## src/spi_msg_pkg.sv

```systemverilog
`default_nettype none

package spi_msg_pkg;

    // ====================
    // Lengths
    // ====================
    localparam int MSG_LEN  = 64;
    localparam int RESP_LEN = 64;
    localparam int ARG_LEN  = 56;

    typedef logic [7:0] msg_type_t;

    localparam int MSG_RESP_BIT = 7; // Set when the command answers

    // Command codes
    localparam msg_type_t MSG_NOP     = 8'h00;
    localparam msg_type_t MSG_LED_SET = 8'h01;
    localparam msg_type_t MSG_ECHO    = 8'h80;
    localparam msg_type_t MSG_READOUT = 8'h81;

    // ====================
    // Argument views
    // ====================
    typedef struct packed {
        logic [51:0] pad;
        logic [3:0]  value;     // LED state
    } led_arg_t;

    typedef struct packed {
        logic [39:0] pad;
        logic [15:0] count;     // Words to stream back
    } readout_arg_t;

    // One argument word, read per command
    typedef union packed {
        logic [ARG_LEN-1:0] echo;
        led_arg_t           led;
        readout_arg_t       readout;
    } msg_arg_u;

    typedef struct packed {
        msg_type_t msg_type;
        msg_arg_u  arg;
    } spi_msg_t;

    typedef struct packed {
        msg_type_t          resp_type;  // Copy of the message type
        logic [ARG_LEN-1:0] payload;
    } spi_resp_t;

endpackage

`default_nettype wire

```

## src/readout_pkg.sv

```systemverilog
`default_nettype none

package readout_pkg;

    localparam int PIXEL_BITS = 16;

    // Raw pixel word from the image side
    typedef logic [PIXEL_BITS-1:0] pixel_t;

    // Pixel source to FIFO
    typedef struct packed {
        logic   valid;  // Spends one credit
        pixel_t data;
    } pixel_in_t;

endpackage

`default_nettype wire

```

## src/spi_msg_rx.sv

```systemverilog
`timescale 1ns/10ps
`default_nettype none

module spi_msg_rx (
    input  wire logic                  img_clk,
    input  wire logic                  spi_rst_,
    input  wire logic                  spi_data_in,
    input  wire logic                  link_busy,
    output spi_msg_pkg::spi_msg_t      msg,
    output logic                       msg_valid
);

    localparam int CNT_W = $clog2(spi_msg_pkg::MSG_LEN);

    typedef enum logic {
        RX_IDLE,
        RX_SHIFT
    } rx_state_t;

    rx_state_t              state;
    logic [CNT_W-1:0]       bit_cnt;
    logic [spi_msg_pkg::MSG_LEN-1:0] msg_shreg;

    assign msg = spi_msg_pkg::spi_msg_t'(msg_shreg);

    // Message bits arrive MSB first
    always_ff @(posedge img_clk) begin
        if (state == RX_SHIFT) begin
            msg_shreg <= {msg_shreg[spi_msg_pkg::MSG_LEN-2:0], spi_data_in};
        end
    end

    always_ff @(posedge img_clk or negedge spi_rst_) begin
        if (!spi_rst_) begin
            state     <= RX_IDLE;
            bit_cnt   <= '0;
            msg_valid <= 1'b0;
        end else begin
            msg_valid <= 1'b0;
            case (state)
                RX_IDLE: begin
                    // Line belongs to the transmitter while busy
                    if (spi_data_in && !link_busy && !msg_valid) begin
                        bit_cnt <= '0;
                        state   <= RX_SHIFT;
                    end
                end
                RX_SHIFT: begin
                    bit_cnt <= bit_cnt + 1'b1;
                    if (bit_cnt == CNT_W'(spi_msg_pkg::MSG_LEN - 1)) begin
                        msg_valid <= 1'b1;  // Last bit taken
                        state     <= RX_IDLE;
                    end
                end
                default: state <= RX_IDLE;
            endcase
        end
    end

endmodule

`default_nettype wire

```

## src/cmd_exec.sv

```systemverilog
`timescale 1ns/10ps
`default_nettype none

module cmd_exec (
    input  wire logic                  img_clk,
    input  wire logic                  spi_rst_,
    input  wire spi_msg_pkg::spi_msg_t msg,
    input  wire logic                  msg_valid,
    output logic [3:0]                 led,
    output spi_msg_pkg::spi_resp_t     resp,
    output logic                       resp_en,
    output logic [15:0]                readout_count,
    output logic                       start
);

    logic known_type;

    always_comb begin
        case (msg.msg_type)
            spi_msg_pkg::MSG_NOP,
            spi_msg_pkg::MSG_LED_SET,
            spi_msg_pkg::MSG_ECHO,
            spi_msg_pkg::MSG_READOUT: known_type = 1'b1;
            default:                  known_type = 1'b0;
        endcase
    end

    // ====================
    // Response word
    // ====================
    always_ff @(posedge img_clk) begin
        if (msg_valid) begin
            resp.resp_type <= msg.msg_type;
            if (msg.msg_type == spi_msg_pkg::MSG_ECHO) begin
                resp.payload <= msg.arg.echo;
            end else begin
                resp.payload <= '0; // Readout answers with an empty payload
            end
        end
    end

    // ====================
    // Decode
    // ====================
    always_ff @(posedge img_clk or negedge spi_rst_) begin
        if (!spi_rst_) begin
            led           <= 4'h0;
            resp_en       <= 1'b0;
            readout_count <= '0;
            start         <= 1'b0;
        end else begin
            start <= msg_valid;   // Every message kicks the transmitter
            if (msg_valid) begin
                // Unknown codes fall back to Nop
                resp_en       <= known_type && msg.msg_type[spi_msg_pkg::MSG_RESP_BIT];
                readout_count <= '0;
                case (msg.msg_type)
                    spi_msg_pkg::MSG_LED_SET: begin
                        led <= msg.arg.led.value;
                    end
                    spi_msg_pkg::MSG_READOUT: begin
                        readout_count <= msg.arg.readout.count;
                    end
                    default: begin
                    end
                endcase
            end
        end
    end

endmodule

`default_nettype wire

```

## src/readout_fifo.sv

```systemverilog
`timescale 1ns/10ps
`default_nettype none

module readout_fifo #(
    parameter int FIFO_DEPTH = 16
) (
    input  wire logic                  img_clk,
    input  wire logic                  spi_rst_,
    input  wire readout_pkg::pixel_in_t pixel_in,
    output logic                       pixel_credit,
    input  wire logic                  pop,
    output readout_pkg::pixel_t        head,
    output logic                       not_empty
);

    localparam int AW = $clog2(FIFO_DEPTH);

    readout_pkg::pixel_t mem [FIFO_DEPTH];

    logic [AW-1:0] wr_ptr;
    logic [AW-1:0] rd_ptr;
    logic [AW:0]   fill;    // 0 .. FIFO_DEPTH

    assign head      = mem[rd_ptr];
    assign not_empty = (fill != '0);

    // No full check, the credit count keeps the source in bounds
    always_ff @(posedge img_clk) begin
        if (pixel_in.valid) begin
            mem[wr_ptr] <= pixel_in.data;
        end
    end

    // ====================
    // Pointers and fill
    // ====================
    always_ff @(posedge img_clk or negedge spi_rst_) begin
        if (!spi_rst_) begin
            wr_ptr       <= '0;
            rd_ptr       <= '0;
            fill         <= '0;
            pixel_credit <= 1'b0;
        end else begin
            pixel_credit <= pop;    // Slot freed, hand it back

            if (pixel_in.valid) begin
                wr_ptr <= wr_ptr + 1'b1;    // Wraps, depth is a power of two
            end
            if (pop) begin
                rd_ptr <= rd_ptr + 1'b1;
            end

            case ({pixel_in.valid, pop})
                2'b10:   fill <= fill + 1'b1;
                2'b01:   fill <= fill - 1'b1;
                default: fill <= fill;
            endcase
        end
    end

endmodule

`default_nettype wire

```

## src/spi_tx.sv

```systemverilog
`timescale 1ns/10ps
`default_nettype none

module spi_tx #(
    parameter int TURNAROUND = 6
) (
    input  wire logic                  img_clk,
    input  wire logic                  spi_rst_,
    input  wire spi_msg_pkg::spi_resp_t resp,
    input  wire logic                  resp_en,
    input  wire logic [15:0]           readout_count,
    input  wire logic                  start,
    input  wire readout_pkg::pixel_t   head,
    input  wire logic                  not_empty,
    output logic                       pop,
    output logic                       spi_data_out,
    output logic                       spi_data_oe,
    output logic                       link_busy
);

    localparam int TA_W  = $clog2(TURNAROUND + 1);
    localparam int BIT_W = $clog2(spi_msg_pkg::RESP_LEN);
    localparam int PAD_W = spi_msg_pkg::RESP_LEN - readout_pkg::PIXEL_BITS;

    typedef enum logic [1:0] {
        TX_TURN,
        TX_RESP,
        TX_WORD_WAIT,
        TX_WORD
    } tx_state_t;

    tx_state_t                         state;
    logic                              busy;
    logic [TA_W-1:0]                   ta_cnt;
    logic [BIT_W-1:0]                  bit_cnt;
    logic [15:0]                       words_left;
    logic [spi_msg_pkg::RESP_LEN-1:0]  tx_shreg;
    logic                              last_bit;
    logic                              load_resp;
    logic                              load_word;

    assign last_bit  = (bit_cnt == '0) && (state == TX_RESP || state == TX_WORD);
    assign load_resp = busy && !start && (state == TX_TURN) && (ta_cnt == '0) && resp_en;
    // Next word goes out straight after the previous one if the FIFO has it
    assign load_word = busy && not_empty && (words_left != '0)
                     && (state == TX_WORD_WAIT || last_bit);

    assign pop          = load_word;
    assign spi_data_out = tx_shreg[spi_msg_pkg::RESP_LEN-1];
    assign link_busy    = busy | start;

    // ====================
    // Shift register
    // ====================
    always_ff @(posedge img_clk) begin
        if (load_resp) begin
            tx_shreg <= resp;
        end else if (load_word) begin
            tx_shreg <= {head, {PAD_W{1'b0}}};  // Pixel sits in the top bits
        end else begin
            tx_shreg <= tx_shreg << 1;
        end
    end

    // ====================
    // Control
    // ====================
    always_ff @(posedge img_clk or negedge spi_rst_) begin
        if (!spi_rst_) begin
            state       <= TX_TURN;
            busy        <= 1'b0;
            spi_data_oe <= 1'b0;
            ta_cnt      <= '0;
            bit_cnt     <= '0;
            words_left  <= '0;
        end else if (start) begin
            busy        <= 1'b1;
            state       <= TX_TURN;
            spi_data_oe <= 1'b0;
            words_left  <= readout_count;
            // One extra idle cycle before release when nothing is sent
            ta_cnt      <= resp_en ? TA_W'(TURNAROUND - 2) : TA_W'(TURNAROUND - 1);
        end else if (busy) begin
            case (state)
                TX_TURN: begin
                    if (ta_cnt != '0) begin
                        ta_cnt <= ta_cnt - 1'b1;
                    end else if (resp_en) begin
                        bit_cnt     <= BIT_W'(spi_msg_pkg::RESP_LEN - 1);
                        spi_data_oe <= 1'b1;
                        state       <= TX_RESP;
                    end else begin
                        busy <= 1'b0;
                    end
                end
                TX_RESP, TX_WORD: begin
                    bit_cnt <= bit_cnt - 1'b1;
                    if (last_bit) begin
                        spi_data_oe <= 1'b0;
                        if (words_left == '0) begin
                            busy <= 1'b0;
                        end else begin
                            state <= TX_WORD_WAIT;  // Stall until the FIFO fills
                        end
                    end
                end
                default: begin
                end
            endcase

            if (load_word) begin
                bit_cnt     <= BIT_W'(readout_pkg::PIXEL_BITS - 1);
                words_left  <= words_left - 1'b1;
                spi_data_oe <= 1'b1;
                state       <= TX_WORD;
            end
        end
    end

endmodule

`default_nettype wire

```

## src/ice_app.sv

```systemverilog
`timescale 1ns/10ps
`default_nettype none

module ice_app #(
    parameter int FIFO_DEPTH = 16,  // Power of two
    parameter int TURNAROUND = 6    // At least 2
) (
    input  wire logic                  img_clk,
    input  wire logic                  spi_rst_,
    input  wire logic                  spi_data_in,
    output logic                       spi_data_out,
    output logic                       spi_data_oe,
    output logic [3:0]                 led,
    input  wire readout_pkg::pixel_in_t pixel_in,
    output logic                       pixel_credit
);

    spi_msg_pkg::spi_msg_t  msg;
    logic                   msg_valid;
    spi_msg_pkg::spi_resp_t resp;
    logic                   resp_en;
    logic [15:0]            readout_count;
    logic                   start;
    logic                   link_busy;
    logic                   pop;
    readout_pkg::pixel_t    head;
    logic                   not_empty;

    // ====================
    // Command path
    // ====================
    spi_msg_rx spi_msg_rx_inst (
        .img_clk     (img_clk),
        .spi_rst_    (spi_rst_),
        .spi_data_in (spi_data_in),
        .link_busy   (link_busy),
        .msg         (msg),
        .msg_valid   (msg_valid)
    );

    cmd_exec cmd_exec_inst (
        .img_clk       (img_clk),
        .spi_rst_      (spi_rst_),
        .msg           (msg),
        .msg_valid     (msg_valid),
        .led           (led),
        .resp          (resp),
        .resp_en       (resp_en),
        .readout_count (readout_count),
        .start         (start)
    );

    // ====================
    // Readout path
    // ====================
    readout_fifo #(
        .FIFO_DEPTH (FIFO_DEPTH)
    ) readout_fifo_inst (
        .img_clk      (img_clk),
        .spi_rst_     (spi_rst_),
        .pixel_in     (pixel_in),
        .pixel_credit (pixel_credit),
        .pop          (pop),
        .head         (head),
        .not_empty    (not_empty)
    );

    spi_tx #(
        .TURNAROUND (TURNAROUND)
    ) spi_tx_inst (
        .img_clk       (img_clk),
        .spi_rst_      (spi_rst_),
        .resp          (resp),
        .resp_en       (resp_en),
        .readout_count (readout_count),
        .start         (start),
        .head          (head),
        .not_empty     (not_empty),
        .pop           (pop),
        .spi_data_out  (spi_data_out),
        .spi_data_oe   (spi_data_oe),
        .link_busy     (link_busy)
    );

endmodule

`default_nettype wire

```

## config.mk

```make
export PLATFORM = sky130hd
export DESIGN_NAME = ice_app
export DESIGN_NICKNAME = d
export VERILOG_FILES = /design/src/spi_msg_pkg.sv /design/src/readout_pkg.sv /design/src/spi_msg_rx.sv /design/src/cmd_exec.sv /design/src/readout_fifo.sv /design/src/spi_tx.sv /design/src/ice_app.sv
export SDC_FILE = /design/constraint.sdc
export NUM_CORES = 1
export LEC_CHECK = 0
export BUFFER_PORTS_ARGS = -buffer_cell sky130_fd_sc_hd__clkbuf_2
export CORE_MARGIN = 3
export CORE_UTILIZATION = 65
export DETAILED_ROUTE_END_ITERATION = 8
export GPL_ROUTABILITY_DRIVEN = 1
export GPL_TIMING_DRIVEN = 0
export PLACE_DENSITY = 0.89
export SETUP_SLACK_MARGIN = 0.4
export SLEW_MARGIN = 10
export SYNTH_ARGS = -nofsm -noshare
export SYNTH_HDL_FRONTEND = slang
export SYNTH_SLANG_ARGS = --single-unit
```

## constraint.sdc

```tcl
create_clock -name img_clk -period 8.8 [get_ports img_clk]
set_input_delay 0.88 -clock img_clk [delete_from_list [all_inputs] [get_ports img_clk]]
set_output_delay 0.88 -clock img_clk [all_outputs]
set_load 0.005 [all_outputs]
```

==> flow_summary.ini <==
[pwr]
powerDensity_mw_per_mm2 = 265.1
cellLeakagePower_uw = 0.007904
p_seq_share_pct = 56.0
vdd_ir_drop_max_uv = 181.0
share_comb_of_total_power_pct = 7.7
switching_power_uw = 1418
power_report.internal_total_uw = 4431
p_sw_share_pct = 24.24
pwr-share-clk_pct = 36.3
power.total_uw = 5848

[timing]
finalWorstPathRequiredPeriod_ns = 3.756
final-max-slew-violation-count = 0
tns_ns = 0
tightestPinTransition_ns = 1.105
postLayoutSetupSlackWorst_ns = 5.044
finalSetupViolCount = 0
hold_viol_final = 0
worst_slew_margin_rel_pct = 26.34
fin_crit_sh_pct = 42.69
max_fclk_mhz = 266.2
hold-worst-slack_ns = 0.3113
finalClockSkew_ns = 0.02877
rsz_0062_raised_after_global_routing = no

[logic_synthesis]
netlist_instances = 1163
synth-seq-area-share_pct = 74.20
netlist_area_sq_mm = 0.01973
synth.ff_latch_count = 521
synthDistinctLibCells = 63
yosys_warnings = 0
synthesis.area_per_instance_sq_um = 16.96
synth-main-ff-cell = sky130_fd_sc_hd__edfxtp_1
ys_async_sr_fraction_pct = 14.01
synthesis.nets = 1196
number_of_flops_mapped_to_enable_cells_by_yosys = 384

[outcome]
run_status = finished, final reports clean

[cts]
htree_levels = 2
cts_setup_buffers = 0
cts_root_buffer = sky130_fd_sc_hd__clkbuf_16
number_of_sinks_on_the_clock_net = 521
clock_tree_from_tritoncts = done
cts.clk_slew.worst_paths_ns = 0.07
cts_hold_buffers = 0
cts.path.max_buffers = 3
cts_resized = 0
tritoncts_buffer_count = 49
clk_latency_ns = 0.56

[critical_path]
critPathLaunchType = register
worst-path-stages = 14
worst-setup-path-type = reg2reg
worstPathArrival_ns = 4.21
slack_of_the_worst_reg_to_reg_path_ns = 5.04
critical_path.max_stage_delay_ns = 0.62
cpMostUsedCell = sky130_fd_sc_hd__ha_1
cp-endpoint = readout_fifo_inst.fill[4]$_DFFE_PN0P_
timing.rr.end = readout_fifo_inst.fill[4]$_DFFE_PN0P_
setup.worst_path.start = spi_tx_inst.words_left[0]$_DFFE_PN0P_
end_kind = register
cpLargestDelayFamily = simple AND/OR/NAND/NOR gates
cp_cell_sequence = inv_1, ha_1, or4b_2, nor4_2, or3_4, inv_4, ha_1, clkbuf_1, xor2_1, ha_1, nor4b_1, a21oi_1, a21oi_1, xor2_1
worst-endpoint-required_ns = 9.26
r2r_start = spi_tx_inst.words_left[0]$_DFFE_PN0P_
worst_path_max_delay_cell = sky130_fd_sc_hd__or4b_2
cp_max_fo = 12
reg2regPathDepth = 14
cp.buffers_inverters = 3

[global_route]
grt_usage_pct = 28.18
overflow = 0
grt_antenna_before_repair = 0
number_of_global_route_vias_before_repair = 11742
wire_length_of_the_first_global_routing_pass_um = 70460
grt_start_max_net_pins = 66

[floorplanning]
die_height_um = 180.2
floorplan.core_area_sq_mm = 0.02980
row_count = 63
pin_count = 27
start_util_pct = 66.21
die_x_um = 180.2
die_area_sq_mm = 0.03248

[route]
viasPerCell = 6.905
detail_route.first_pass.iterations = 6
remaining_drc_errors = 0
drt.antenna.violating_nets = 0
detailedRoute.firstIterationViolations = 1797
drt_wl_total_um = 45900
dr_total_vias = 11573
avgRoutedWirePerCell_um = 27.39

[placed_design]
count_of_input_and_output_buffers = 26
preCtsSetupSlack_ns = 5.158
place.detailed.hpwl_um = 25140
finalWeightedCongestion = 0.8174

[final_layout]
finish.net_count = 1279
antennaDiodeCount = 0
drive_above_1_share_pct = 16.64
n_fill_cell = 1546
final_util_pct = 74.05
areaGrowthSynthToFinish_pct = 11.83

[run]
maxCapViolations = 0

[min_path]
hp-class = in2async
synthesized netlist by cell type, drive strengths merged, types with 4 or more instances:
cell | number | share of area (%)
nor4 | 10 | 0.42
mux4 | 64 | 7.3
dfrtp | 73 | 9.3
mux2 | 6 | 0.34
a21oi | 30 | 0.76
a22oi | 33 | 1.3
nand2 | 51 | 0.97
or3 | 9 | 0.31
and3 | 19 | 0.60
ha | 13 | 0.82
a211o | 16 | 0.71
o21ai | 38 | 0.96
nor4b | 4 | 0.18
xnor2 | 14 | 0.62
inv | 34 | 0.66
nor2 | 29 | 0.56
nor3 | 9 | 0.23
edfxtp | 384 | 58
nor2b | 6 | 0.19
buf | 26 | 0.83
a21o | 5 | 0.20
and2 | 71 | 2.3
xor2 | 8 | 0.36
nand3 | 12 | 0.30
a22o | 48 | 2.1
nand4 | 5 | 0.16
a31oi | 9 | 0.29
or4 | 6 | 0.26
clkbuf | 35 | 0.67
dfxtp | 64 | 6.5
how the worst min path moves through the flow:
stage | startpoint | end | slack (ns) | cells past startpoint
2_1_floorplan | spi_msg_rx_inst.msg[16]$_DFFE_PP_ | spi_msg_rx_inst.msg[17]$_DFFE_PP_ | 0.42 | 0
3_3_place_gp | spi_msg_rx_inst.msg[29]$_DFFE_PP_ | spi_msg_rx_inst.msg[30]$_DFFE_PP_ | 0.42 | 0
3_5_place_dp | spi_msg_rx_inst.msg[38]$_DFFE_PP_ | spi_msg_rx_inst.msg[39]$_DFFE_PP_ | 0.43 | 0
4_1_cts | spi_rst_ | cmd_exec_inst.led[3]$_DFFE_PN0P_ | 0.32 | 1
5_1_grt | spi_rst_ | cmd_exec_inst.led[1]$_DFFE_PN0P_ | 0.33 | 1
6_report | spi_rst_ | cmd_exec_inst.led[3]$_DFFE_PN0P_ | 0.31 | 1
area by class of cell:
cell class              count  area (sq um)  area share, %
plain buffers              61         296.5          1.344
clock buffers              70          1386          6.283
clock inverters            21         212.7         0.9640
inverters                  34         130.1         0.5898
multi-input cells         547          4678          21.20
flip-flops and latches    521         14650          66.38
well taps                 390         488.0          2.212
repair buffers             32         225.2          1.021
layout by cell type, fill, tap and decap left out, types with 8 or more instances in the layout:
master / instances
sky130_fd_sc_hd__mux4_2: 64
sky130_fd_sc_hd__nor4_1: 8
sky130_fd_sc_hd__inv_1: 32
sky130_fd_sc_hd__nand2_1: 51
sky130_fd_sc_hd__a31oi_1: 9
sky130_fd_sc_hd__clkbuf_1: 48
sky130_fd_sc_hd__nor2_1: 28
sky130_fd_sc_hd__clkinv_2: 10
sky130_fd_sc_hd__clkbuf_2: 26
sky130_fd_sc_hd__a21oi_1: 30
sky130_fd_sc_hd__buf_1: 8
sky130_fd_sc_hd__a211o_1: 16
sky130_fd_sc_hd__and3_1: 19
sky130_fd_sc_hd__or3_1: 8
sky130_fd_sc_hd__dfxtp_1: 64
sky130_fd_sc_hd__nand3_1: 12
sky130_fd_sc_hd__buf_2: 8
sky130_fd_sc_hd__edfxtp_1: 384
sky130_fd_sc_hd__a22o_1: 48
sky130_fd_sc_hd__ha_1: 13
sky130_fd_sc_hd__o21ai_0: 36
sky130_fd_sc_hd__clkbuf_16: 50
sky130_fd_sc_hd__a22oi_1: 33
sky130_fd_sc_hd__xor2_1: 8
sky130_fd_sc_hd__xnor2_1: 14
sky130_fd_sc_hd__and2_1: 71
sky130_fd_sc_hd__dfrtp_1: 71
sky130_fd_sc_hd__nor3_1: 8
cell families (layout without fill, tap and decap cells):
kind of cell    count (synthesis)  in the layout  share of synthesized area [%]
mux                            73             73                          7.801
xor+xnor                       22             22                         0.9767
flops                         521            521                          74.20
simple gates                  243            243                          6.913
compound gates                196            196                          7.122
fa+ha+maj                      13             13                         0.8245
buf+inv                        95            218                          2.163
registers in the layout, indices dropped and copies added (netlist names):
register and cells:
cmd_exec_inst.led 4, cmd_exec_inst.readout_count 16, cmd_exec_inst.resp 64, cmd_exec_inst.resp_en 1, cmd_exec_inst.start 1, readout_fifo_inst.fill 5
readout_fifo_inst.mem 256, readout_fifo_inst.pixel_credit 1, readout_fifo_inst.rd_ptr 4, readout_fifo_inst.wr_ptr 4, spi_msg_rx_inst.bit_cnt 6, spi_msg_rx_inst.msg 64
spi_msg_rx_inst.msg_valid 1, spi_msg_rx_inst.state 1, spi_tx_inst.bit_cnt 6, spi_tx_inst.busy 1, spi_tx_inst.spi_data_oe 1, spi_tx_inst.state 2
spi_tx_inst.ta_cnt 3, spi_tx_inst.tx_shreg 64, spi_tx_inst.words_left 16
stage by stage:
stage	instances	instance area, sq um
after floorplan	1163	19730
after global placement	1579	20350
after detailed placement	1585	20460
after CTS	1676	22060
after global routing	1676	22060
final	1676	22060
metal layers:
metal / share of wire (%) / GRT usage, %
met1: 37 / 39.30
met2: 49 / 45.41
met3: 9.6 / 4.481
met4: 4.2 / 11.82
met5: 0 / 0
power by group through the flow:
stage / combinational, uW / clock [uW] / sequential [uW]
final: 450 / 2120 / 3280
after detailed placement: 437 / 0 / 3290
after CTS: 448 / 2130 / 3270
after floorplan: 296 / 0 / 3210
after global placement: 385 / 0 / 3270
after global routing: 490 / 2210 / 3300
Power figures use the tool's default switching activity.
